==> src/rtl/iq_dsp_pkg.sv <==
`default_nettype none

package iq_dsp_pkg;

  // datapath widths
  localparam int SIGNAL_BITS = 14;           // adc sample
  localparam int LUT_SZ      = 11;           // log2 of table depth
  localparam int LUT_BITS    = 17;           // sine word
  localparam int PHASE_BITS  = 32;           // accumulator
  localparam int QUAD_BITS   = 24;           // demodulated quadrature
  localparam int SUM_BITS    = 62;           // averager sums

  // sine table geometry
  localparam int LUT_DEPTH   = 1 << LUT_SZ;
  localparam int LUT_QUARTER = 1 << (LUT_SZ - 2);  // 90 deg in table steps
  localparam int SIN_AMP     = 65535;              // full scale, fits signed 17b
  localparam real TWO_PI     = 6.283185307179586;

  // product of sample and sine word, then scaled down to quadrature width
  localparam int PROD_BITS   = SIGNAL_BITS + LUT_BITS;
  localparam int DEMOD_SHIFT = SIGNAL_BITS + LUT_BITS - QUAD_BITS;  // = 7

  typedef logic signed [SIGNAL_BITS-1:0] sample_t;
  typedef logic        [PHASE_BITS-1:0]  phase_t;
  typedef logic signed [LUT_BITS-1:0]    lut_t;
  typedef logic signed [QUAD_BITS-1:0]   quad_t;
  typedef logic signed [SUM_BITS-1:0]    sum_t;

  // in-phase / quadrature travel together
  typedef struct packed {
    quad_t i;
    quad_t q;
  } iq_pair_t;

endpackage

`default_nettype wire

==> src/rtl/iq_demodulator.sv <==
`timescale 1ns/1ps
`default_nettype none

module iq_demodulator (
  input  wire                   clk_i,
  input  iq_dsp_pkg::sample_t   dat_i,
  input  iq_dsp_pkg::lut_t      cos_i,
  input  iq_dsp_pkg::lut_t      sin_i,
  output iq_dsp_pkg::iq_pair_t  iq_o
);

  // input stage
  iq_dsp_pkg::sample_t dat_r;
  iq_dsp_pkg::lut_t    cos_r;
  iq_dsp_pkg::lut_t    sin_r;

  // full-width signed products
  logic signed [iq_dsp_pkg::PROD_BITS-1:0] prod_i;
  logic signed [iq_dsp_pkg::PROD_BITS-1:0] prod_q;

  // stage 1: register operands, keeps the multiplier off the rom path
  always_ff @(posedge clk_i) begin
    dat_r <= dat_i;
    cos_r <= cos_i;
    sin_r <= sin_i;
  end

  // 14b x 17b signed, no overflow at full scale
  assign prod_i = dat_r * cos_r;  // in-phase
  assign prod_q = dat_r * sin_r;  // quadrature

  // stage 2: drop the low bits, keep sign
  always_ff @(posedge clk_i) begin
    iq_o.i <= iq_dsp_pkg::quad_t'(prod_i >>> iq_dsp_pkg::DEMOD_SHIFT);
    iq_o.q <= iq_dsp_pkg::quad_t'(prod_q >>> iq_dsp_pkg::DEMOD_SHIFT);
  end

endmodule

`default_nettype wire

==> config.mk <==
export PLATFORM = sky130hd
export DESIGN_NAME = iq_demodulator
export DESIGN_NICKNAME = d
export VERILOG_FILES = /design/src/rtl/iq_dsp_pkg.sv /design/src/rtl/iq_demodulator.sv
export SDC_FILE = /design/constraint.sdc
export NUM_CORES = 1
export LEC_CHECK = 0
export ABC_AREA = 1
export BUFFER_PORTS_ARGS = -buffer_cell sky130_fd_sc_hd__buf_2
export CORE_ASPECT_RATIO = 1.5
export CORE_MARGIN = 2
export CORE_UTILIZATION = 25
export CTS_BUF_LIST = sky130_fd_sc_hd__clkbuf_16
export DETAILED_ROUTE_END_ITERATION = 10
export SYNTH_ARGS = -nofsm -noshare
export SYNTH_HDL_FRONTEND = slang
export SYNTH_SLANG_ARGS = --single-unit
==> constraint.sdc <==
create_clock -name clk_i -period 12.1 [get_ports clk_i]
set_input_delay 0.605 -clock clk_i [delete_from_list [all_inputs] [get_ports clk_i]]
set_output_delay 0.605 -clock clk_i [all_outputs]
set_load 0.05 [all_outputs]
==> summary.log <==
qor: cells_and_area.fillerInstances 9,408
qor: route.finalWirelength 57,100 um
qor: sta.final_hold_violations 0
qor: clock_tree.clock-sinks 96
qor: logic_synthesis.synth.top_cells.by_area fa_1 (43%), inv_1 (16%), nand2_1 (14%)
qor: worst_hold_path.timing.hold.worst.class in2reg
qor: global_route.global_routing_usage_summed_across_all_routing_layers 13.6%
qor: sta.fin_tns_setup 0 ns
qor: route.average_vias_per_placed_instance 4.10
qor: sta.hold_slack 0.312 ns
qor: worst_setup_path.cp_max_fo 34
qor: logic_synthesis.synth.largest_area_cell fa_1
qor: route.detail_route.drc_violations 0
qor: logic_synthesis.synth_cell_types 35
qor: logic_synthesis.postSynthCellCount 2,812
qor: cells_and_area.synthesis_to_finish_area_growth 9.06%
qor: global_route.wire_length_of_the_first_global_routing_pass 94,300 um
qor: placement.dpl_worst_slack 6.03 ns
qor: global_route.first_global_vias 18,000
qor: logic_synthesis.synthDominantCellAreaShare 43.0%
qor: route.via_count 16,300
qor: route.post_route_ant_nets 0
qor: job.cap_violations 0
qor: logic_synthesis.synth.yosys.seq_area_share 8.98%
qor: worst_setup_path.timing.reg2reg.setup_slack 6.05 ns
qor: logic_synthesis.share_of_async_settable_or_async_resettable_flops_after_synthesis 0%
qor: sta.tightest_pin_transition 0.745 ns
qor: clock_tree.clock_tree.buffer_depth 2
qor: global_route.antenna_found_initial 2
qor: cells_and_area.design_area 23,300 um^2
qor: logic_synthesis.post_synthesis_cell_area 21,400 um^2
qor: logic_synthesis.yosysWarnings 0
qor: clock_tree.cts_tree yes
qor: clock_tree.h-tree-depth 3
qor: sta.slew-limit-headroom 50.3%
qor: run_status.run_status completed
qor: cells_and_area.net_count_reported_at_finish 3,493
qor: floorplan.design.die.area 88,000 um^2
qor: worst_setup_path.worstSetupPathType reg2reg
qor: logic_synthesis.synth_flop_cell dfxtp_1
qor: clock_tree.hold_buf_cts 0
qor: cells_and_area.antenna_cells 0
qor: clock_tree.insertion_delay 0.40 ns
qor: global_route.grt-ovfl-total 0
qor: sta.fin_ws 6.05 ns
qor: clock_tree.cts_post_setup_buffers_inserted 0
qor: floorplan.dieWidth 243 um
qor: route.detail_route.iter0.violations 708
qor: clock_tree.clk_pin_slew_worst_paths 0.09 ns
qor: global_route.maximum_number_of_pins_on_one_net_before_global_route_repair 37
qor: floorplan.rows 131
qor: worst_setup_path.timing.critical_path.required 12.40 ns
qor: logic_synthesis.synth_nets 3,461
qor: sta.rsz0062_at_grt no
qor: clock_tree.cts_repair_resize_count 0
qor: placement.gp_routability_congestion 0.915
qor: sta.final.min_clock_period 6.05 ns
qor: floorplan.ports 97
qor: floorplan.core_area 84,900 um^2
qor: route.detail_route.first_pass.iterations 7
qor: route.routed_wire_length_per_instance 14.4 um
qor: floorplan.start_util 25.2%
qor: sta.post-route-period-util 50.0%
qor: logic_synthesis.synth.avg_cell_area 7.61 um^2
qor: clock_tree.numCtsBuffers 9
qor: cells_and_area.drive_above_1_share 5.69%
qor: sta.worst_clock_skew 0.0240 ns
qor: placement.portbufs 96
qor: worst_setup_path.worst_setup_path_end_kind flip-flop
qor: logic_synthesis.synth.ff_latch_count 96
qor: floorplan.dieHeight 362 um
qor: sta.timing.final.max_slew_violations 0
qor: clock_tree.cts_root_buffer clkbuf_16
qor: placement.placed_area 23,100 um^2
qor: sta.fmax_achieved 165 MHz
qor: worst_setup_path.critPathLaunchType flip-flop
qor: worst_setup_path.data_arrival_time_of_the_critical_path 6.35 ns
qor: sta.finalSetupViolCount 0
qor: placement.dp.final_hpwl 47,700 um
qor: logic_synthesis.count_of_flip_flops_with_a_built_in_enable_after_synthesis 0
==> path summary, 6_finish.rpt <==
path,start,endpoint,cells after the start
worst max-delay path,dat_r[5]$_DFF_P_,iq_o[44]$_DFF_P_,21
worst min-delay path,dat_i[13],dat_r[13]$_DFF_P_,1
worst max register to register,dat_r[5]$_DFF_P_,iq_o[44]$_DFF_P_,21
worst min register to register,sin_r[0]$_DFF_P_,iq_o[13]$_DFF_P_,7
==> cell usage in the layout, fill, tap and decap left out, drive strengths merged <==
cell      synthesis  final
a21boi            1      1
nor3              8      8
buf               4    110
fa              460    460
clkinv            0      2
nor2            117    117
dfxtp            96     96
o21ai            15     15
nand4            13     13
a21o              2      2
nor4              1      1
o21bai           15     15
xnor2             7      7
a21oi            52     52
inv             907    909
and2              1      1
or2              10     10
bufinv            0      1
nand2           793    793
nand3b            8      8
nor3b             2      2
nand3            49     49
clkbuf           85      9
o21a              4      4
clkinvlp          0      1
ha              140    140
xor2             22     22
==> per-stage QoR <==
step	cells	utilization [%]
CTS	3978	27.5
detailed placement	3963	27.2
global route	3978	27.5
finish	3978	27.5
floorplan	2812	-
global placement	3963	27.2
==> per-layer routing <==
layer  GRT usage, %  wire (um)
met2           27.0      31900
met5              0          0
met3           1.26       1230
met1           14.6      21800
met4           5.34       2100
==> final cells by class <==
class	count	area, um^2	share of cell area, %
Inverter	907	3400	14.6
Tap cell	1130	1410	6.06
Clock buffer	9	225	0.965
Multi-Input combinational cell	1720	15700	67.4
Sequential cell	96	1920	8.23
Clock inverter	6	53.8	0.230
Timing Repair Buffer	110	586	2.51
==> critical path, cell delays in order, from the launching register on <==
cell and delay [ns]:
dfxtp_1 0.31, buf_4 0.45, nand2_1 0.26, fa_1 0.59, inv_1 0.15, fa_1 0.52
inv_1 0.06, fa_1 0.53, inv_1 0.06, fa_1 0.48, inv_1 0.05, fa_1 0.48
fa_1 0.53, inv_1 0.04, ha_1 0.42, nand2_1 0.14, nor2_1 0.22, nand2_1 0.13
nor4_1 0.18, nand2_1 0.20, nand3_1 0.11, nand2_1 0.06
==> state kept, by name, summed over array words and instances (netlist names) <==
signal,count
cos_r,17
dat_r,14
iq_o,48
sin_r,17
==> cells by family (layout without fill, tap and decap cells) <==
family | count (synthesis) | count (layout) | share of synthesized area [%]
AND/OR/NAND/NOR | 1002 | 1002 | 18.8
buffers and inverters | 996 | 1032 | 17.5
XOR/XNOR | 29 | 29 | 1.19
flip-flops | 96 | 96 | 8.98
AO/OA/AOI/OAI | 89 | 89 | 2.37
adder cells (fa/ha/maj) | 600 | 600 | 51.2
==> cells in the mapped netlist (all sizes together) (10+ instances only) <==
library cell and number:
a21oi 52, clkbuf 85, dfxtp 96, fa 460, ha 140, inv 907, nand2 793, nand3 49
nand4 13, nor2 117, o21ai 15, o21bai 15, or2 10, xor2 22
Power is left out: the tool's default activity adds up to more than one toggle a clock period on the data nets, which glitch-free logic cannot reach.
