File: src/rtl/iq_dsp_pkg.sv
`default_nettype none

package iq_dsp_pkg;

  // datapath widths
  localparam int SIGNAL_BITS = 14;           // adc sample
  localparam int LUT_SZ      = 11;           // log2 of table depth
  localparam int LUT_BITS    = 17;           // sine word
  localparam int PHASE_BITS  = 32;           // accumulator
  localparam int QUAD_BITS   = 24;           // demodulated quadrature
  localparam int SUM_BITS    = 62;           // averager sums

  // sine table geometry
  localparam int LUT_DEPTH   = 1 << LUT_SZ;
  localparam int LUT_QUARTER = 1 << (LUT_SZ - 2);  // 90 deg in table steps
  localparam int SIN_AMP     = 65535;              // full scale, fits signed 17b
  localparam real TWO_PI     = 6.283185307179586;

  // product of sample and sine word, then scaled down to quadrature width
  localparam int PROD_BITS   = SIGNAL_BITS + LUT_BITS;
  localparam int DEMOD_SHIFT = SIGNAL_BITS + LUT_BITS - QUAD_BITS;  // = 7

  typedef logic signed [SIGNAL_BITS-1:0] sample_t;
  typedef logic        [PHASE_BITS-1:0]  phase_t;
  typedef logic signed [LUT_BITS-1:0]    lut_t;
  typedef logic signed [QUAD_BITS-1:0]   quad_t;
  typedef logic signed [SUM_BITS-1:0]    sum_t;

  // in-phase / quadrature travel together
  typedef struct packed {
    quad_t i;
    quad_t q;
  } iq_pair_t;

endpackage

`default_nettype wire

File: src/rtl/iq_cfg_pkg.sv
`default_nettype none

package iq_cfg_pkg;

  typedef logic [15:0] bus_addr_t;
  typedef logic [31:0] bus_data_t;
  typedef logic [31:0] cfg_word_t;  // one config register

  // register map, byte addresses
  localparam bus_addr_t ADDR_PHASE_INC   = 16'h0104;  // nco frequency word
  localparam bus_addr_t ADDR_PHASE_SHIFT = 16'h0108;  // phase offset, write also triggers NA
  localparam bus_addr_t ADDR_NA_AVG      = 16'h0130;  // cycles to sum
  localparam bus_addr_t ADDR_NA_SLEEP    = 16'h0134;  // settling cycles before sum
  localparam bus_addr_t ADDR_SUM_I_LO    = 16'h0140;
  localparam bus_addr_t ADDR_SUM_I_HI    = 16'h0144;
  localparam bus_addr_t ADDR_SUM_Q_LO    = 16'h0148;
  localparam bus_addr_t ADDR_SUM_Q_HI    = 16'h014C;

  // read-only width words
  localparam bus_addr_t ADDR_W_LUTSZ     = 16'h0200;
  localparam bus_addr_t ADDR_W_LUTBITS   = 16'h0204;
  localparam bus_addr_t ADDR_W_PHASE     = 16'h0208;
  localparam bus_addr_t ADDR_W_SIGNAL    = 16'h020C;
  localparam bus_addr_t ADDR_W_QUAD      = 16'h0210;

  // all writable registers in one bundle
  typedef struct packed {
    cfg_word_t phase_inc;
    cfg_word_t phase_shift;
    cfg_word_t na_averages;
    cfg_word_t na_sleep;
  } iq_cfg_t;

  // network analyser sequencer
  typedef enum logic [1:0] {
    NA_IDLE,
    NA_SLEEP,
    NA_SUM
  } na_state_t;

endpackage

`default_nettype wire

File: src/rtl/iq_na_averager.sv
`timescale 1ns/1ps
`default_nettype none

module iq_na_averager (
  input  wire                   clk_i,
  input  wire                   rstn_i,
  input  wire                   na_start_i,  // one-cycle trigger
  input  iq_cfg_pkg::iq_cfg_t   cfg_i,
  input  iq_dsp_pkg::iq_pair_t  iq_i,
  output iq_dsp_pkg::sum_t      sum_i_o,
  output iq_dsp_pkg::sum_t      sum_q_o,
  output logic                  busy_o
);

  iq_cfg_pkg::na_state_t state;
  iq_cfg_pkg::cfg_word_t sleep_cnt;  // settling cycles left
  iq_cfg_pkg::cfg_word_t avg_cnt;    // samples left to add

  always_ff @(posedge clk_i) begin
    if (!rstn_i) begin
      state     <= iq_cfg_pkg::NA_IDLE;
      sleep_cnt <= '0;
      avg_cnt   <= '0;
      sum_i_o   <= '0;
      sum_q_o   <= '0;
    end else if (na_start_i) begin
      // restart from any state
      sum_i_o   <= '0;
      sum_q_o   <= '0;
      sleep_cnt <= cfg_i.na_sleep;
      avg_cnt   <= cfg_i.na_averages;
      if (cfg_i.na_averages == '0)
        state <= iq_cfg_pkg::NA_IDLE;   // nothing to sum
      else if (cfg_i.na_sleep == '0)
        state <= iq_cfg_pkg::NA_SUM;    // no settling wanted
      else
        state <= iq_cfg_pkg::NA_SLEEP;
    end else begin
      case (state)
        iq_cfg_pkg::NA_SLEEP: begin
          sleep_cnt <= sleep_cnt - 32'd1;
          if (sleep_cnt == 32'd1) state <= iq_cfg_pkg::NA_SUM;
        end
        iq_cfg_pkg::NA_SUM: begin
          // sign-extend quadratures into the wide sums
          sum_i_o <= sum_i_o + iq_dsp_pkg::sum_t'(iq_i.i);
          sum_q_o <= sum_q_o + iq_dsp_pkg::sum_t'(iq_i.q);
          avg_cnt <= avg_cnt - 32'd1;
          if (avg_cnt == 32'd1) state <= iq_cfg_pkg::NA_IDLE;  // last sample
        end
        default: state <= iq_cfg_pkg::NA_IDLE;
      endcase
    end
  end

  assign busy_o = (state != iq_cfg_pkg::NA_IDLE);  // sleeping or summing

  // results are frozen between runs so software can read both halves
  a_sums_hold_in_idle : assert property (
    @(posedge clk_i) disable iff (!rstn_i)
      (state == iq_cfg_pkg::NA_IDLE && !na_start_i)
        |=> ($stable(sum_i_o) && $stable(sum_q_o))
  );

endmodule

`default_nettype wire

File: config.mk
export PLATFORM = sky130hd
export DESIGN_NAME = iq_na_averager
export DESIGN_NICKNAME = d
export VERILOG_FILES = /design/src/rtl/iq_dsp_pkg.sv /design/src/rtl/iq_cfg_pkg.sv /design/src/rtl/iq_na_averager.sv
export SDC_FILE = /design/constraint.sdc
export NUM_CORES = 1
export LEC_CHECK = 0
export ABC_AREA = 1
export BUFFER_PORTS_ARGS = -buffer_cell sky130_fd_sc_hd__buf_2
export CAP_MARGIN = 20
export CORE_UTILIZATION = 60
export DETAILED_ROUTE_END_ITERATION = 6
export PLACE_DENSITY_LB_ADDON = 0.05
export SLEW_MARGIN = 20
export SYNTH_ARGS = -nofsm -noshare
export SYNTH_HDL_FRONTEND = slang
export SYNTH_SLANG_ARGS = --single-unit
File: constraint.sdc
create_clock -name clk_i -period 2.5 [get_ports clk_i]
set_input_delay 0.25 -clock clk_i [delete_from_list [all_inputs] [get_ports clk_i]]
set_output_delay 0.25 -clock clk_i [all_outputs]
set_load 0.03 [all_outputs]
==> run_results.csv <==
group,metric,value,unit
floorplanning,num_rows,67,
place,place_congestion,1.03,
cts,holdBufCountCts,0,
cts,clk_pin_slew_worst_paths,0.08,ns
floorplanning,start_util,0.608,
routing,routed-via-count,22751,
logic_synthesis,synth_top_area_frac,0.256,
logic_synthesis,synthCells,3803,
power,p_int,5.33,mW
timing,fin_crit_sh,0.961,
worst_setup_path,reg2reg_slack,0.1,ns
cts,postCtsSetupBuffers,0,
worst_setup_path,r2r-end,"sum_i_o[60]",
logic_synthesis,synth-seq-cells,190,
floorplanning,die_h,186,um
worst_hold_path,hold_class,"in2reg",
power,power_density,357,mW/mm2
cts,clockBufferDepth,2,
cts,numClockSinks,190,
global_routing,grt_use_total,0.360,
timing,setup_violations,0,
logic_synthesis,syn_area,0.0203,mm2
cells_and_area,nets,4333,
worst_setup_path,path_max_fanout,3,
timing,slew_violations,0,
power,combPwrFrac,0.231,
cells_and_area,drive_gt1_frac,0.0993,
logic_synthesis,synth.net_count,4110,
power,switchingPower,2.80,mW
logic_synthesis,syn_avg_cell_area,5.34,um2
power,pwr-share-clk,0.371,
logic_synthesis,synth_top_flop_cell,"dfxtp_1",
timing,period_needed,2.40,ns
power,ir_drop,0.000536,V
power,power,8.13,mW
logic_synthesis,synth.most_common_cell,"nand2_1",
worst_hold_path,hold_depth,3,
global_routing,grt_pass1_wl,98000,um
job,max_cap_viol_count,0,
worst_setup_path,crit_path_end_kind,"flip-flop",
cts,cts_root_buf,"clkbuf_16",
logic_synthesis,yosys-top-cells-count,"1388 x nand2_1, 781 x inv_1, 508 x nor2_1",
global_routing,grt_pass1_vias,20390,
timing,fmax,416,MHz
worst_setup_path,crit_type,"reg2reg",
worst_setup_path,reg2regPathDepth,13,
worst_setup_path,cp.required,2.88,ns
worst_setup_path,worst_path_max_delay_cell,"fa_1",
cells_and_area,nFillCells,3480,
timing,worstMarginPinSlew,0.681,ns
cts,htreeDepth,4,
routing,dr.pass1.iters,5,
cells_and_area,fin_util,0.681,
power,pwr-share-seq,0.397,
cts,cts_tree,"yes",
logic_synthesis,seq_area_frac_synth,0.187,
global_routing,grt_start_max_net_pins,63,
worst_setup_path,worstPathArrival,2.78,ns
floorplanning,dieWidth,186,um
worst_setup_path,cp_cell_sequence,"ha_2 -> inv_1 -> fa_1 -> inv_1 -> nand3_1 -> a21oi_2 -> o21ai_1 -> nand2_1 -> nand2_1 -> nand3_1 -> nand3_1 -> nand2_1 -> inv_1",
power,p_sw_frac,0.344,
logic_synthesis,synthArstFlopShare,0,
routing,antenna_left,0,
floorplanning,ios,304,
routing,drt-initial-drc-count,1707,
timing,slew-limit-headroom,0.546,
routing,drt-total-wl,61700,um
routing,wl_per_cell,13.7,um
global_routing,antenna_found_initial,2,
worst_hold_path,hold_start,"cfg_i[9]",
worst_setup_path,slowest_delay,0.41,ns
cells_and_area,area_growth,12.2,%
logic_synthesis,synth-warning-count,0,
floorplanning,core,0.0334,mm2
logic_synthesis,synth_edf_count,0,
floorplanning,die_area,0.0346,mm2
worst_setup_path,start_kind,"flip-flop",
timing,hold_viol,0,
routing,remaining_drc_errors,0,
routing,vias_per_cell,5.07,
place,dp.final_hpwl,50100,um
timing,clock-skew-final,0.0132,ns
power,leakage,14.0,nW
logic_synthesis,synth_top_cell_by_area,"nand2_1",
logic_synthesis,synth.distinct_cells,45,
global_routing,grt_overflow,0,
logic_synthesis,synthTopCellsByArea,"nand2_1 26%, dfxtp_1 19%, inv_1 14%",
cts,cts_buffers,17,
place,numPortBuffers,239,
worst_hold_path,hold_path_end,"sleep_cnt[9]",
outcome,status,"complete, no violations",
worst_setup_path,r2r-start,"sum_i_o[0]",
cts,clk-insertion-delay-late,0.48,ns
==> power groups by stage <==
| stage | clock network, mW | logic (mW) | registers (mW) |
|---|---|---|---|
| 2_1_floorplan | 0 | 1.27 | 3.33 |
| 3_3_place_gp | 0 | 1.83 | 3.30 |
| 3_5_place_dp | 0 | 1.85 | 3.30 |
| 4_1_cts | 3.05 | 1.86 | 3.23 |
| 5_1_grt | 3.15 | 2.11 | 3.25 |
| 6_report | 3.02 | 1.88 | 3.23 |
==> final cells by class <==
class                           count  area [um2]  share of cell area
Tap cell                          448         561              0.0246
Sequential cell                   190        3800               0.167
Clock buffer                       19         453              0.0199
Timing Repair Buffer              267        1510              0.0661
Inverter                          792        2980               0.131
Antenna cell                        2        5.00            0.000220
Multi-Input combinational cell   2758       13300               0.584
Clock inverter                     13         169             0.00741
==> cell families after synthesis <==
kind of cell | after synthesis | synth area share
AOI/OAI and AO/OA | 292 | 0.0792
buffers and inverters | 855 | 0.159
and+or+nand+nor | 2237 | 0.451
DFF | 190 | 0.187
adders and majority gates | 128 | 0.0795
xor gates and xnor gates | 101 | 0.0435
==> registers in the layout (all words and copies together), names as in the netlist <==
signal     flops
avg_cnt       32
sum_i_o       62
state          2
sum_q_o       62
sleep_cnt     32
==> placed cells by master (no fill, tap or decap), types with 8 or more instances in the layout <==
master     instances
nor2_1           507
a31oi_1           48
nand4_1           35
clkbuf_16         17
o21ai_0           83
a21oi_1          112
o211ai_1           8
nand2_2           21
nor3_1            32
o21bai_1           9
nand2_1         1386
nor4_1            18
ha_1             124
or2_2              8
buf_12             8
dfxtp_1          190
and2_1            12
inv_1            781
nand3_2           12
xor2_1            72
nor2_2            24
inv_2              8
buf_2            239
nor2_4            12
nand3_1          155
xnor2_1           29
buf_4             20
o21ai_1           18
==> worst max-delay path, delay by kind of cell, from the launching register on <==
kind / cells / cell delay (ns)
AO/OA/AOI/OAI: 2 / 0.35
adder cells (fa/ha/maj): 2 / 0.63
buffers and inverters: 3 / 0.19
flip-flops: 1 / 0.36
AND/OR/NAND/NOR: 6 / 0.77
==> metal layers <==
metal | global-route usage | part of all wire | vias to the layer above
met3 | 0.0354 | 0.064 | 140
met1 | 0.455 | 0.44 | 9891
li1 | - | - | 11941
met2 | 0.612 | 0.45 | 779
met5 | 0 | 0 | -
met4 | 0.169 | 0.042 | 0
==> how the worst max path moves through the flow <==
stage | startpoint | endpoint | slack, ns | cells past startpoint
3_5_place_dp | sum_q_o[0] | sum_q_o[60] | 0.12 | 17
5_1_grt | sum_q_o[0] | sum_q_o[60] | -0.01 | 17
2_1_floorplan | sum_q_o[0] | sum_q_o[44] | 0.23 | 17
4_1_cts | sum_q_o[0] | sum_q_o[60] | 0.09 | 17
3_3_place_gp | sum_q_o[0] | sum_q_o[44] | 0.15 | 17
6_report | sum_i_o[0] | sum_i_o[60] | 0.1 | 13
==> through the flow <==
stage	instance area [um2]	setup TNS [ns]	std cells	hold WS (ns)	setup slack [ns]
after floorplan	20300	0	3803	0.348	0.228
after global placement	22100	0	4455	0.456	0.153
after detailed placement	22100	0	4455	0.458	0.116
after CTS	22800	0	4487	0.0307	0.0917
after global routing	22800	-0.0170	4489	0.0556	-0.0111
final	22800	0	4489	0.0345	0.0984
==> timing repair <==
item,4_1_cts,5_1_grt
endpoints found under the setup margin,0,13
gates resized for setup,0,7
endpoints found under the hold margin,0,0
No activity file was read; power rests on OpenSTA's default activity.
