## src/rtl/iq_dsp_pkg.sv

```systemverilog
`default_nettype none

package iq_dsp_pkg;

  // datapath widths
  localparam int SIGNAL_BITS = 14;           // adc sample
  localparam int LUT_SZ      = 11;           // log2 of table depth
  localparam int LUT_BITS    = 17;           // sine word
  localparam int PHASE_BITS  = 32;           // accumulator
  localparam int QUAD_BITS   = 24;           // demodulated quadrature
  localparam int SUM_BITS    = 62;           // averager sums

  // sine table geometry
  localparam int LUT_DEPTH   = 1 << LUT_SZ;
  localparam int LUT_QUARTER = 1 << (LUT_SZ - 2);  // 90 deg in table steps
  localparam int SIN_AMP     = 65535;              // full scale, fits signed 17b
  localparam real TWO_PI     = 6.283185307179586;

  // product of sample and sine word, then scaled down to quadrature width
  localparam int PROD_BITS   = SIGNAL_BITS + LUT_BITS;
  localparam int DEMOD_SHIFT = SIGNAL_BITS + LUT_BITS - QUAD_BITS;  // = 7

  typedef logic signed [SIGNAL_BITS-1:0] sample_t;
  typedef logic        [PHASE_BITS-1:0]  phase_t;
  typedef logic signed [LUT_BITS-1:0]    lut_t;
  typedef logic signed [QUAD_BITS-1:0]   quad_t;
  typedef logic signed [SUM_BITS-1:0]    sum_t;

  // in-phase / quadrature travel together
  typedef struct packed {
    quad_t i;
    quad_t q;
  } iq_pair_t;

endpackage

`default_nettype wire

```

## src/rtl/iq_cfg_pkg.sv

```systemverilog
`default_nettype none

package iq_cfg_pkg;

  typedef logic [15:0] bus_addr_t;
  typedef logic [31:0] bus_data_t;
  typedef logic [31:0] cfg_word_t;  // one config register

  // register map, byte addresses
  localparam bus_addr_t ADDR_PHASE_INC   = 16'h0104;  // nco frequency word
  localparam bus_addr_t ADDR_PHASE_SHIFT = 16'h0108;  // phase offset, write also triggers NA
  localparam bus_addr_t ADDR_NA_AVG      = 16'h0130;  // cycles to sum
  localparam bus_addr_t ADDR_NA_SLEEP    = 16'h0134;  // settling cycles before sum
  localparam bus_addr_t ADDR_SUM_I_LO    = 16'h0140;
  localparam bus_addr_t ADDR_SUM_I_HI    = 16'h0144;
  localparam bus_addr_t ADDR_SUM_Q_LO    = 16'h0148;
  localparam bus_addr_t ADDR_SUM_Q_HI    = 16'h014C;

  // read-only width words
  localparam bus_addr_t ADDR_W_LUTSZ     = 16'h0200;
  localparam bus_addr_t ADDR_W_LUTBITS   = 16'h0204;
  localparam bus_addr_t ADDR_W_PHASE     = 16'h0208;
  localparam bus_addr_t ADDR_W_SIGNAL    = 16'h020C;
  localparam bus_addr_t ADDR_W_QUAD      = 16'h0210;

  // all writable registers in one bundle
  typedef struct packed {
    cfg_word_t phase_inc;
    cfg_word_t phase_shift;
    cfg_word_t na_averages;
    cfg_word_t na_sleep;
  } iq_cfg_t;

  // network analyser sequencer
  typedef enum logic [1:0] {
    NA_IDLE,
    NA_SLEEP,
    NA_SUM
  } na_state_t;

endpackage

`default_nettype wire

```

## src/rtl/iq_reg_decode.sv

```systemverilog
`timescale 1ns/1ps
`default_nettype none

module iq_reg_decode (
  input  wire                   clk_i,
  input  wire                   rstn_i,
  input  iq_cfg_pkg::bus_addr_t addr_i,
  input  wire                   wen_i,
  input  wire                   ren_i,
  input  iq_cfg_pkg::bus_data_t wdata_i,
  input  iq_dsp_pkg::sum_t      sum_i,
  input  iq_dsp_pkg::sum_t      sum_q,
  input  wire                   busy_i,
  output logic                  ack_o,
  output iq_cfg_pkg::bus_data_t rdata_o,
  output iq_cfg_pkg::iq_cfg_t   cfg_o,
  output logic                  na_start_o
);

  iq_cfg_pkg::bus_data_t rd_mux;  // readback before the output flop

  // config registers, write strobe and trigger
  always_ff @(posedge clk_i) begin
    if (!rstn_i) begin
      cfg_o      <= '0;
      ack_o      <= 1'b0;
      na_start_o <= 1'b0;
    end else begin
      ack_o      <= wen_i | ren_i;  // every access acked next cycle
      na_start_o <= wen_i && (addr_i == iq_cfg_pkg::ADDR_PHASE_SHIFT);
      if (wen_i) begin
        case (addr_i)
          iq_cfg_pkg::ADDR_PHASE_INC:   cfg_o.phase_inc   <= wdata_i;
          iq_cfg_pkg::ADDR_PHASE_SHIFT: cfg_o.phase_shift <= wdata_i;
          iq_cfg_pkg::ADDR_NA_AVG:      cfg_o.na_averages <= wdata_i;
          iq_cfg_pkg::ADDR_NA_SLEEP:    cfg_o.na_sleep    <= wdata_i;
          default: ;  // read-only or unmapped
        endcase
      end
    end
  end

  // readback select
  // sum words carry busy in bit 31, 31 sum bits below
  always_comb begin
    case (addr_i)
      iq_cfg_pkg::ADDR_PHASE_INC:   rd_mux = cfg_o.phase_inc;
      iq_cfg_pkg::ADDR_PHASE_SHIFT: rd_mux = cfg_o.phase_shift;
      iq_cfg_pkg::ADDR_NA_AVG:      rd_mux = cfg_o.na_averages;
      iq_cfg_pkg::ADDR_NA_SLEEP:    rd_mux = cfg_o.na_sleep;
      iq_cfg_pkg::ADDR_SUM_I_LO:    rd_mux = {busy_i, sum_i[30:0]};
      iq_cfg_pkg::ADDR_SUM_I_HI:    rd_mux = {busy_i, sum_i[61:31]};
      iq_cfg_pkg::ADDR_SUM_Q_LO:    rd_mux = {busy_i, sum_q[30:0]};
      iq_cfg_pkg::ADDR_SUM_Q_HI:    rd_mux = {busy_i, sum_q[61:31]};
      iq_cfg_pkg::ADDR_W_LUTSZ:
        rd_mux = iq_cfg_pkg::bus_data_t'(iq_dsp_pkg::LUT_SZ);
      iq_cfg_pkg::ADDR_W_LUTBITS:
        rd_mux = iq_cfg_pkg::bus_data_t'(iq_dsp_pkg::LUT_BITS);
      iq_cfg_pkg::ADDR_W_PHASE:
        rd_mux = iq_cfg_pkg::bus_data_t'(iq_dsp_pkg::PHASE_BITS);
      iq_cfg_pkg::ADDR_W_SIGNAL:
        rd_mux = iq_cfg_pkg::bus_data_t'(iq_dsp_pkg::SIGNAL_BITS);
      iq_cfg_pkg::ADDR_W_QUAD:
        rd_mux = iq_cfg_pkg::bus_data_t'(iq_dsp_pkg::QUAD_BITS);
      default:                      rd_mux = '0;  // unmapped reads zero
    endcase
  end

  // data word sampled with the access, valid alongside ack
  always_ff @(posedge clk_i) begin
    rdata_o <= rd_mux;
  end

  // one strobe per access, acked on the next edge
  a_ack_follows_strobe : assert property (
    @(posedge clk_i) disable iff (!rstn_i)
      (wen_i || ren_i) |-> !(wen_i && ren_i) ##1 ack_o
  );

endmodule

`default_nettype wire

```

## config.mk

```make
export PLATFORM = sky130hd
export DESIGN_NAME = iq_reg_decode
export DESIGN_NICKNAME = d
export VERILOG_FILES = /design/src/rtl/iq_dsp_pkg.sv /design/src/rtl/iq_cfg_pkg.sv /design/src/rtl/iq_reg_decode.sv
export SDC_FILE = /design/constraint.sdc
export NUM_CORES = 1
export LEC_CHECK = 0
export BUFFER_PORTS_ARGS = -buffer_cell sky130_fd_sc_hd__buf_4
export CAP_MARGIN = 5
export CORE_AREA = 2 2 131 133
export DETAILED_ROUTE_END_ITERATION = 16
export DIE_AREA = 0 0 133 135
export PLACE_DENSITY_LB_ADDON = 0.12
export SETUP_SLACK_MARGIN = 0.05
export SYNTH_ARGS = -nofsm -noshare
export SYNTH_HDL_FRONTEND = slang
export SYNTH_SLANG_ARGS = --single-unit
```

## constraint.sdc

```tcl
create_clock -name clk_i -period 5.4 [get_ports clk_i]
set_input_delay 0.27 -clock clk_i [delete_from_list [all_inputs] [get_ports clk_i]]
set_output_delay 0.27 -clock clk_i [all_outputs]
set_load 0.005 [all_outputs]
```

==> results.md, run 1 <==
| Quantity | Reported |
|---|---|
| Unrepaired setup endpoints after global routing | false |
| Fraction of final layout cells with drive strength greater than 1 | 0.345 |
| Clock transition at the registers of the reported paths | 0.07 ns |
| Largest fanout on the critical path | 49 |
| Maximum number of pins on one net before global-route repair | 98 |
| Final critical-path share of the clock period | 0.498 |
| Kind of end point of the critical path | register |
| Signed area change from the synthesized netlist to the final layout | 40.8% |
| Total count of hold-check failures in the final report | 0 |
| Summed instance area of the synthesized netlist | 7720 um2 |
| Rows | 47 |
| Count of buffer and inverter cells on the critical path | 2 |
| Vias in the first global route | 8160 |
| Number of nets in the finished design | 1350 |
| Switching share of total power | 0.242 |
| Syn Nets | 1065 |
| Total stage count of the critical path | 6 |
| Number of hold buffers added after CTS | 0 |
| Net switching power | 0.640 mW |
| Final min period | 2.69 ns |
| Largest stage delay on the critical path | 0.75 ns |
| Via-per-instance ratio | 5.95 |
| Outcome | finished, final reports clean |
| Largest delay contributor family on the critical path | simple AND/OR/NAND/NOR gates |
| Combinational group share of total power | 0.090 |
| Root Driver | sky130_fd_sc_hd__clkbuf_16 |
| Worst Setup Start Kind | input port |
| Num CTS Buffers | 17 |
| Total of buffers placed on input and output ports | 338 |
| HPWL Detailed | 21.0 mm |
| Detailed Routing Iterations Pass 1 | 6 |
| Largest clock skew in the final design | 0.00926 ns |
| Worst reg2reg path endpoint | rdata_o[1] |
| TritonCTS clock tree | built |
| Maximum buffer depth of the clock tree | 2 |
| Worst slew margin relative to its limit | 0.172 |
| Critical path required time | 5.72 ns |
| Most common cell type on the critical path | sky130_fd_sc_hd__buf_4 |
| Number of flip-flops and latches in the synthesized netlist | 162 |
| Die boundary width | 133 um |
| Remaining global-route overflow | 0 |
| Core Area | 16400 um2 |
| Hold_sp | sum_q[42] |
| Worst-skew pair later-pin latency | 0.42 ns |
| Cell Count Post-Placement | 1374 |
| Peak ir drop on the vdd network | 0.231 mV |
| Reg-to-reg critical path startpoint | cfg_o[1] |
| End point of the most critical hold path | rdata_o[11] |
| Worst EP arrival | 3.01 ns |
| First-pass GRT wire length | 47.0 mm |
| Fraction of registers with async set or reset after synthesis | 0 |
| Final setup violation count | 0 |
| Register-to-Register Setup Slack | 4.24 ns |
| H-tree depth reported by CTS | 4 |
| Commonest non-fill, non-tap cell in the layout | sky130_fd_sc_hd__buf_4 |
| Non-Filler Instances | 1406 |
| Cells after synthesis | 888 |
| Part of the power in registers | 0.453 |
| Post-cts resize count | 0 |
| Register-to-Register Path Depth | 4 |
| DR WL/cell | 22.2 um |
| Start-to-end type of the worst setup path | in2reg |
| Total I/O pin count | 339 |
| DRC errors left | 0 |
| Initial core utilization | 0.471 |
| Detail Route Antenna Nets | 0 |
| Yosys cell types | 50 |
| Clock network fraction of total power | 0.457 |
| Clock sink count | 162 |
| Total number of vias | 8365 |
| Synthesized area divided by synthesized cell count | 8.69 um2 |
| Post-route setup slack | 2.71 ns |
| Final Routed Wirelength | 31.2 mm |
| Synth Warn # | 0 |
| Die boundary height | 135 um |
| Most used DFF post-synth | sky130_fd_sc_hd__dfxtp_1 |
| Max_cap viols | 0 |
| Max Clk Rate | 372 MHz |
| Number of antenna violations at the first check in global routing | 0 |
| Cell with the largest stage delay on the worst path | sky130_fd_sc_hd__nor4_4 |
| Total track usage | 0.339 |
| Leakage power summed over all cells | 4.63 nW |
| EDFF count, synth | 0 |
| Worst slew pin tran | 1.24 ns |
| Number of antenna diodes | 0 |
| DIE AREA | 18000 um2 |
| Number of stages on the worst hold path | 3 |
| Most frequent cells in the layout | sky130_fd_sc_hd__buf_4 (352), sky130_fd_sc_hd__dfxtp_1 (162), sky130_fd_sc_hd__nand2_1 (144) |
| Type of the worst min-delay path | in2reg |
| PwrDens | 243 nW/um2 |
| Final Slew Violations | 0 |
| Post-CTS Setup Inserts | 0 |
| Final sum of negative setup slack | 0 ns |
| Placer's final routability congestion estimate | 0.879 |
| Number of design-rule violations left by the first detailed-router iteration | 790 |
| Sequential area share after synthesis | 0.420 |
| Critical-path cell list | buf_4 > or4b_2 > nor4_4 > buf_4 > a222oi_1 > o311ai_1 |
| Internal Pwr Total | 2.00 mW |
| Worst setup slack after placement | 2.31 ns |
cells in the mapped netlist, types with 6 or more instances:
| cell | instances | area share |
|---|---|---|
| sky130_fd_sc_hd__a21oi_1 | 67 | 0.043 |
| sky130_fd_sc_hd__a22oi_1 | 45 | 0.044 |
| sky130_fd_sc_hd__a32oi_1 | 9 | 0.010 |
| sky130_fd_sc_hd__buf_2 | 19 | 0.012 |
| sky130_fd_sc_hd__buf_4 | 7 | 0.0068 |
| sky130_fd_sc_hd__clkbuf_1 | 52 | 0.025 |
| sky130_fd_sc_hd__dfxtp_1 | 162 | 0.42 |
| sky130_fd_sc_hd__mux2i_1 | 103 | 0.13 |
| sky130_fd_sc_hd__nand2_1 | 144 | 0.070 |
| sky130_fd_sc_hd__nand3_1 | 72 | 0.047 |
| sky130_fd_sc_hd__nand4_1 | 7 | 0.0057 |
| sky130_fd_sc_hd__nor2_1 | 11 | 0.0053 |
| sky130_fd_sc_hd__nor3_1 | 6 | 0.0039 |
| sky130_fd_sc_hd__o2111ai_1 | 20 | 0.023 |
| sky130_fd_sc_hd__o21ai_0 | 41 | 0.027 |
| sky130_fd_sc_hd__o21ai_1 | 28 | 0.018 |
| sky130_fd_sc_hd__o2bb2ai_1 | 22 | 0.025 |
cells by family after synthesis:
kind of cell | share of synthesized area
AO/OA/AOI/OAI | 0.205
buffers and inverters | 0.0532
flip-flops | 0.420
multiplexers | 0.144
AND/OR/NAND/NOR | 0.178
per-stage QoR:
| step | util | hold WS (ns) | cell area, um2 | total power [mW] |
|---|---|---|---|---|
| after floorplan | - | 0.386 | 7720 | 1.32 |
| after detailed placement | 0.627 | 0.464 | 10300 | 1.46 |
| after CTS | 0.662 | 0.0616 | 10900 | 2.64 |
| final | 0.662 | 0.0722 | 10900 | 2.64 |
| after global placement | 0.627 | 0.459 | 10300 | 1.46 |
| after global routing | 0.662 | 0.0797 | 10900 | 2.72 |
power groups by stage:
stage	logic [mW]	registers (mW)	clock network, mW
after global routing	0.253	1.19	1.27
after CTS	0.236	1.20	1.21
final	0.238	1.20	1.21
after detailed placement	0.235	1.22	0
after global placement	0.233	1.22	0
after floorplan	0.0942	1.22	0
metal layers:
layer	track usage	up-vias	wire length (um)
li1	-	3860	-
met1	0.409	3965	12000
met2	0.583	469	15400
met3	0.0803	71	2780
met4	0.137	0	964
met5	0	-	0
worst reg2reg max path: stages, from the launching register on:
cell	delay, ns
sky130_fd_sc_hd__dfxtp_1	0.34
sky130_fd_sc_hd__mux2i_1	0.25
sky130_fd_sc_hd__nor3_1	0.10
sky130_fd_sc_hd__a32oi_1	0.21
sky130_fd_sc_hd__o311ai_0	0.14
how the worst max path moves through the flow:
stage,startpoint,endpoint,slack [ns]
finish,addr_i[2],rdata_o[4],2.71
global route,addr_i[2],rdata_o[5],2.60
CTS,addr_i[2],rdata_o[4],2.74
detailed placement,addr_i[2],rdata_o[5],2.31
global placement,addr_i[2],rdata_o[5],2.38
floorplan,addr_i[6],cfg_o[87],3.36
cell type report:
cell class,count,area (um2)
clock buffer,18,429
sequential,162,3240
clock inverter,14,153
tap,220,275
fill,1436,5540
multi-input combinational,638,4120
inverter,2,7.51
timing repair buffer,352,2640
flip-flops by register name, indices dropped and copies added, names as in the netlist:
signal,flops
ack_o,1
cfg_o,128
rdata_o,32
na_start_o,1
Note: power is estimated with default switching activity, not from simulation.
==> run 2, diff against run 1 <==
--- a/config.mk
+++ b/config.mk
@@ -7,9 +7,9 @@
 export LEC_CHECK = 0
 export BUFFER_PORTS_ARGS = -buffer_cell sky130_fd_sc_hd__buf_4
 export CAP_MARGIN = 5
-export CORE_AREA = 2 2 131 133
+export CORE_AREA = 2 2 130 132
 export DETAILED_ROUTE_END_ITERATION = 16
-export DIE_AREA = 0 0 133 135
+export DIE_AREA = 0 0 132 134
 export PLACE_DENSITY_LB_ADDON = 0.12
 export SETUP_SLACK_MARGIN = 0.05
 export SYNTH_ARGS = -nofsm -noshare
==> constraint.sdc (replaced) <==
create_clock -name clk_i -period 2.7 [get_ports clk_i]
set_input_delay 0.135 -clock clk_i [delete_from_list [all_inputs] [get_ports clk_i]]
set_output_delay 0.135 -clock clk_i [all_outputs]
set_load 0.005 [all_outputs]
==> run 2 against run 1 <==
Net effect:
- clock power increased by 100%
- via count increased by 2.9%
- global-route usage increased by 0.46 points
- cell count increased by 4.7%
- clock skew increased by 0.00092 ns
- clock-buffer cell count increased by 2
- non-clock buffer count increased by 66
- sequential power increased by 99%
- combinational power increased by 130%
- utilization increased by 4.4 points
- hold slack got worse by 0.049 ns
- flip-flop and latch count unchanged
- critical path type unchanged
- critical endpoint unchanged
==> results.md, run 2 (synthesis gave the netlist of run 1 again) <==
| Quantity | Reported |
|---|---|
| Net switching power | 1.25 mW |
| Via-per-instance ratio | 5.85 |
| Start-to-end type of the worst setup path | in2reg |
| DR WL/cell | 21.1 um |
| Final Routed Wirelength | 31.1 mm |
| Clock transition at the registers of the reported paths | 0.06 ns |
| H-tree depth reported by CTS | 4 |
| PwrDens | 468 nW/um2 |
| Clock network fraction of total power | 0.455 |
| Worst setup slack after placement | 0.470 ns |
| Max Clk Rate | 533 MHz |
| Placer's final routability congestion estimate | 0.894 |
| Post-CTS Setup Inserts | 0 |
| Largest registers in the final layout | cfg_o x128, rdata_o x32 |
| Worst slew pin tran | 0.818 ns |
| Rows | 47 |
| Maximum number of pins on one net before global-route repair | 52 |
| Max_cap viols | 0 |
| Final setup violation count | 0 |
| Final min period | 1.88 ns |
| Final sum of negative setup slack | 0 ns |
| GR peak layer | met2 |
| Initial core utilization | 0.474 |
| Number of antenna violations at the first check in global routing | 0 |
| Total count of hold-check failures in the final report | 0 |
| Combinational group share of total power | 0.101 |
| Most frequent cells in the layout | sky130_fd_sc_hd__buf_4 (373), sky130_fd_sc_hd__dfxtp_1 (162), sky130_fd_sc_hd__nand2_1 (144) |
| Maximum buffer depth of the clock tree | 2 |
| Worst Setup Start Kind | input port |
| GR Layer Usage met3 | 0.0722 |
| Number of antenna diodes | 0 |
| DRC errors left | 0 |
| Number of design-rule violations left by the first detailed-router iteration | 782 |
| Detail Route Antenna Nets | 0 |
| Num CTS Buffers | 17 |
| First-pass GRT wire length | 47.4 mm |
| Peak ir drop on the vdd network | 0.524 mV |
| Largest fanout on the critical path | 19 |
| Post-cts resize count | 0 |
| Leakage power summed over all cells | 4.94 nW |
| Internal Pwr Total | 4.14 mW |
| Number of nets in the finished design | 1416 |
| Total number of vias | 8609 |
| Critical path required time | 3.03 ns |
| Total I/O pin count | 339 |
| Total of buffers placed on input and output ports | 338 |
| Met1 Usage GRT | 0.425 |
| Signed area change from the synthesized netlist to the final layout | 49.1% |
| Core Area | 16300 um2 |
| Worst-skew pair later-pin latency | 0.43 ns |
| GRT met2 Usage | 0.584 |
| DIE AREA | 17700 um2 |
| Remaining global-route overflow | 0 |
| Final critical-path share of the clock period | 0.695 |
| Type of the worst min-delay path | in2reg |
| Die boundary height | 134 um |
| TritonCTS clock tree | built |
| Fraction of final layout cells with drive strength greater than 1 | 0.343 |
| Switching share of total power | 0.232 |
| Worst slew margin relative to its limit | 0.450 |
| Number of hold buffers added after CTS | 43 |
| Final Slew Violations | 0 |
| HPWL Detailed | 21.9 mm |
| Detailed Routing Iterations Pass 1 | 6 |
| Vias in the first global route | 8279 |
| Total track usage | 0.344 |
| Die boundary width | 132 um |
| Kind of end point of the critical path | register |
| Root Driver | sky130_fd_sc_hd__clkbuf_16 |
| Unrepaired setup endpoints after global routing | false |
| Outcome | finished, final reports clean |
| Post-route setup slack | 0.824 ns |
| Part of the power in registers | 0.444 |
| Worst EP arrival | 2.21 ns |
| Top register by number of flip-flops | cfg_o |
| Commonest non-fill, non-tap cell in the layout | sky130_fd_sc_hd__buf_4 |
| Clock sink count | 162 |
| Largest clock skew in the final design | 0.0102 ns |
| Number of flip-flops in the largest register | 128 |
==> run 2: cell types whose count changed in the layout (fill, tap and decap cells not counted), sizes merged <==
cell and change:
clkinvlp -1, inv -3, bufinv +1, clkbuf +2, buf +23, clkinv +1
dlygate4sd3 +43
==> run 2: worst paths after layout <==
kind	cells after the start	slack [ns]	endpoint	startpoint
setup / recovery	5	0.82	rdata_o[4]	addr_i[6]
hold / removal	3	0.02	cfg_o[18]	rstn_i
setup reg to reg	4	1.42	rdata_o[1]	cfg_o[1]
hold reg to reg	2	0.47	cfg_o[51]	cfg_o[51]
==> run 2: area by class of cell <==
type	instances	area, um2
sequential	162	3240
timing repair buffer	418	3270
clock buffer	20	437
fill	1335	4780
tap	220	275
inverter	2	7.51
multi-input combinational	638	4120
clock inverter	12	158
==> run 2: worst max-delay path, stage by stage <==
cell	delay, ns
sky130_fd_sc_hd__buf_4	0.32
sky130_fd_sc_hd__or4b_1	0.64
sky130_fd_sc_hd__nor4_1	0.77
sky130_fd_sc_hd__a222oi_1	0.20
sky130_fd_sc_hd__o311ai_1	0.13
==> run 2: power by group through the flow <==
| stage | sequential (mW) | clock [mW] | combinational [mW] |
|---|---|---|---|
| floorplan | 2.44 | 0 | 0.188 |
| global placement | 2.44 | 0 | 0.478 |
| detailed placement | 2.44 | 0 | 0.481 |
| CTS | 2.39 | 2.48 | 0.535 |
| global route | 2.39 | 2.58 | 0.578 |
| finish | 2.39 | 2.45 | 0.543 |
==> run 2: through the flow <==
step	instance area, um2	instances	total power [mW]	hold WS [ns]	utilization
floorplan	7720	888	2.63	0.251	-
global placement	10500	1397	2.92	0.357	0.644
detailed placement	10500	1397	2.93	0.358	0.644
CTS	11500	1472	5.40	0.00707	0.707
global route	11500	1472	5.55	0.0282	0.707
finish	11500	1472	5.39	0.0237	0.707
==> run 2: metal layers <==
| metal | routed length [um] | vias up |
|---|---|---|
| met3 | 2680 | 74 |
| met1 | 12300 | 4068 |
| li1 | - | 3970 |
| met5 | 0 | - |
| met2 | 15100 | 497 |
| met4 | 1050 | 0 |
==> run 3, diff against run 2 <==
==> constraint.sdc (replaced) <==
create_clock -name clk_i -period 1.9 [get_ports clk_i]
set_input_delay 0.095 -clock clk_i [delete_from_list [all_inputs] [get_ports clk_i]]
set_output_delay 0.095 -clock clk_i [all_outputs]
set_load 0.005 [all_outputs]
==> run 3 against run 2 <==
Net effect:
- clock skew down 0.0046 ns
- global-route usage is 0.87 points higher
- clock power is 45% higher
- hold slack worse by 0.014 ns
- power up 45%
- critical path type unchanged
- largest power group unchanged
==> results.md, run 3 (synthesis gave the netlist of run 1 again) <==
| Quantity | Reported |
|---|---|
| Number of flip-flops in the largest register | 128 |
| Root Driver | sky130_fd_sc_hd__clkbuf_16 |
| Vias in the first global route | 8690 |
| Fraction of final layout cells with drive strength greater than 1 | 0.356 |
| Remaining global-route overflow | 0 |
| Util after Layout | 0.739 |
| Hold_sp | sum_i[51] |
| Critical path required time | 2.25 ns |
| Area of placed instances | 10900 um2 |
| Most common cell type on the critical path | sky130_fd_sc_hd__buf_4 |
| Largest clock skew in the final design | 0.00554 ns |
| Post-cts resize count | 0 |
| Largest delay contributor family on the critical path | simple AND/OR/NAND/NOR gates |
| Critical-path cell list | buf_4 > or4_4 > nor3_2 > buf_4 > nand3_1 > a21oi_1 |
| Kind of end point of the critical path | register |
| Total I/O pin count | 339 |
| Initial core utilization | 0.474 |
| Number of nets in the finished design | 1459 |
| Clock sink count | 162 |
| DRC errors left | 0 |
| Number of antenna diodes | 0 |
| HPWL Detailed | 22.7 mm |
| Filler cells | 1246 |
| Placer's final routability congestion estimate | 0.972 |
| Final setup violation count | 0 |
| PwrDens | 647 nW/um2 |
| DR WL/cell | 21.3 um |
| Largest fanout on the critical path | 40 |
| Top register by number of flip-flops | cfg_o |
| Worst-skew pair later-pin latency | 0.43 ns |
| Largest stage delay on the critical path | 0.57 ns |
| Hold_ws | 0.00973 ns |
| Number of hold buffers added after CTS | 57 |
| Unrepaired setup endpoints after global routing | false |
| Final critical-path share of the clock period | 0.849 |
| Max_cap viols | 0 |
| First-pass GRT wire length | 48.6 mm |
| Clock transition at the registers of the reported paths | 0.07 ns |
| Total count of hold-check failures in the final report | 0 |
| Maximum number of pins on one net before global-route repair | 46 |
| Total number of vias | 8971 |
| H-tree depth reported by CTS | 4 |
| Outcome | finished, final reports clean |
| Final Routed Wirelength | 32.2 mm |
| Commonest non-fill, non-tap cell in the layout | sky130_fd_sc_hd__buf_4 |
| Via-per-instance ratio | 5.92 |
| Worst slew margin relative to its limit | 0.469 |
| Most frequent cells in the layout | sky130_fd_sc_hd__buf_4 (389), sky130_fd_sc_hd__dfxtp_1 (162), sky130_fd_sc_hd__nand2_1 (144) |
| Switching share of total power | 0.235 |
| Area of the multi-input gates | 4120 um2 |
| Cell with the largest stage delay on the worst path | sky130_fd_sc_hd__or4_4 |
| Worst Setup Start Kind | input port |
| Net switching power | 1.83 mW |
| Sequential cell area | 3240 um2 |
| Total track usage | 0.352 |
| Rows | 47 |
| Number of antenna violations at the first check in global routing | 0 |
| Worst slew pin tran | 0.797 ns |
| Final Slew Violations | 0 |
| Combinational group share of total power | 0.108 |
| Worst EP arrival | 1.97 ns |
| Internal Pwr Total | 5.96 mW |
| Die boundary width | 132 um |
| TritonCTS clock tree | built |
| Post-CTS Setup Inserts | 0 |
| Total of buffers placed on input and output ports | 338 |
| Type of the worst min-delay path | in2reg |
| Leakage power summed over all cells | 5.20 nW |
| Core Area | 16300 um2 |
| Detailed Routing Iterations Pass 1 | 5 |
| Reg-to-reg critical path startpoint | cfg_o[1] |
| Maximum buffer depth of the clock tree | 2 |
| DIE AREA | 17700 um2 |
| Clock network fraction of total power | 0.456 |
| Start-to-end type of the worst setup path | in2reg |
| Final min period | 1.61 ns |
| Num CTS Buffers | 17 |
| Peak ir drop on the vdd network | 0.714 mV |
| Detail Route Antenna Nets | 0 |
| Part of the power in registers | 0.436 |
| Die boundary height | 134 um |
| Count of buffer and inverter cells on the critical path | 2 |
| Signed area change from the synthesized netlist to the final layout | 56.0% |
| Worst Setup SP | addr_i[11] |
| Overall power | 7.79 mW |
| Number of design-rule violations left by the first detailed-router iteration | 685 |
| Post-route cell area | 12000 um2 |
| Max Clk Rate | 620 MHz |
| Largest registers in the final layout | cfg_o x128, rdata_o x32 |
[run 3: changes by cell type in the layout (fill, tap and decap cells not counted)]
cell,delta
sky130_fd_sc_hd__dlygate4sd3_1,+14
sky130_fd_sc_hd__inv_8,+1
sky130_fd_sc_hd__or4_1,-1
sky130_fd_sc_hd__clkinv_2,+1
sky130_fd_sc_hd__clkinv_4,-2
sky130_fd_sc_hd__or4_4,+1
sky130_fd_sc_hd__buf_4,+16
sky130_fd_sc_hd__clkbuf_1,-1
sky130_fd_sc_hd__clkbuf_8,+1
sky130_fd_sc_hd__buf_12,+13
[run 3: final cells by class]
type	count	area share
multi-input cells	638	0.342
clock inverters	12	0.0130
inverters	2	0.000623
repair buffers	461	0.315
flip-flops and latches	162	0.269
clock buffers	20	0.0371
well taps	220	0.0229
[run 3: metal layers]
metal / vias to the layer above / wire (um) / GRT usage
li1: 4065 / - / -
met1: 4289 / 12600 / 0.438
met2: 537 / 15500 / 0.593
met3: 80 / 2910 / 0.0760
met4: 0 / 1180 / 0.148
met5: - / 0 / 0
[run 3: worst paths after layout]
check / end / slack, ns / depth (start not counted)
worst max register to register: rdata_o[1] / 0.81 / 4
worst min register to register: cfg_o[21] / 0.48 / 2
worst max-delay path: cfg_o[82] / 0.29 / 6
worst min-delay path: rdata_o[20] / 0.01 / 3
[run 3: metrics by stage]
stage          worst slack (ns)  cells  setup TNS (ns)
2_1_floorplan            0.0625    888               0
3_3_place_gp            -0.0649   1426           -3.17
3_5_place_dp            -0.0986   1426           -4.46
4_1_cts                   0.312   1515               0
5_1_grt                   0.215   1515               0
6_report                  0.288   1515               0
[run 3: power by group through the flow]
stage / Combinational [mW] / Sequential (mW) / Clock (mW)
final: 0.838 / 3.40 / 3.55
after CTS: 0.820 / 3.40 / 3.56
after global placement: 0.714 / 3.47 / 0
after detailed placement: 0.719 / 3.47 / 0
after floorplan: 0.270 / 3.47 / 0
after global routing: 0.887 / 3.40 / 3.69
[run 3: worst reg2reg max path: stages, from the launching register on]
cell	delay, ns
sky130_fd_sc_hd__dfxtp_1	0.33
sky130_fd_sc_hd__mux2i_1	0.22
sky130_fd_sc_hd__nor3_1	0.08
sky130_fd_sc_hd__a32oi_1	0.19
sky130_fd_sc_hd__o311ai_0	0.14
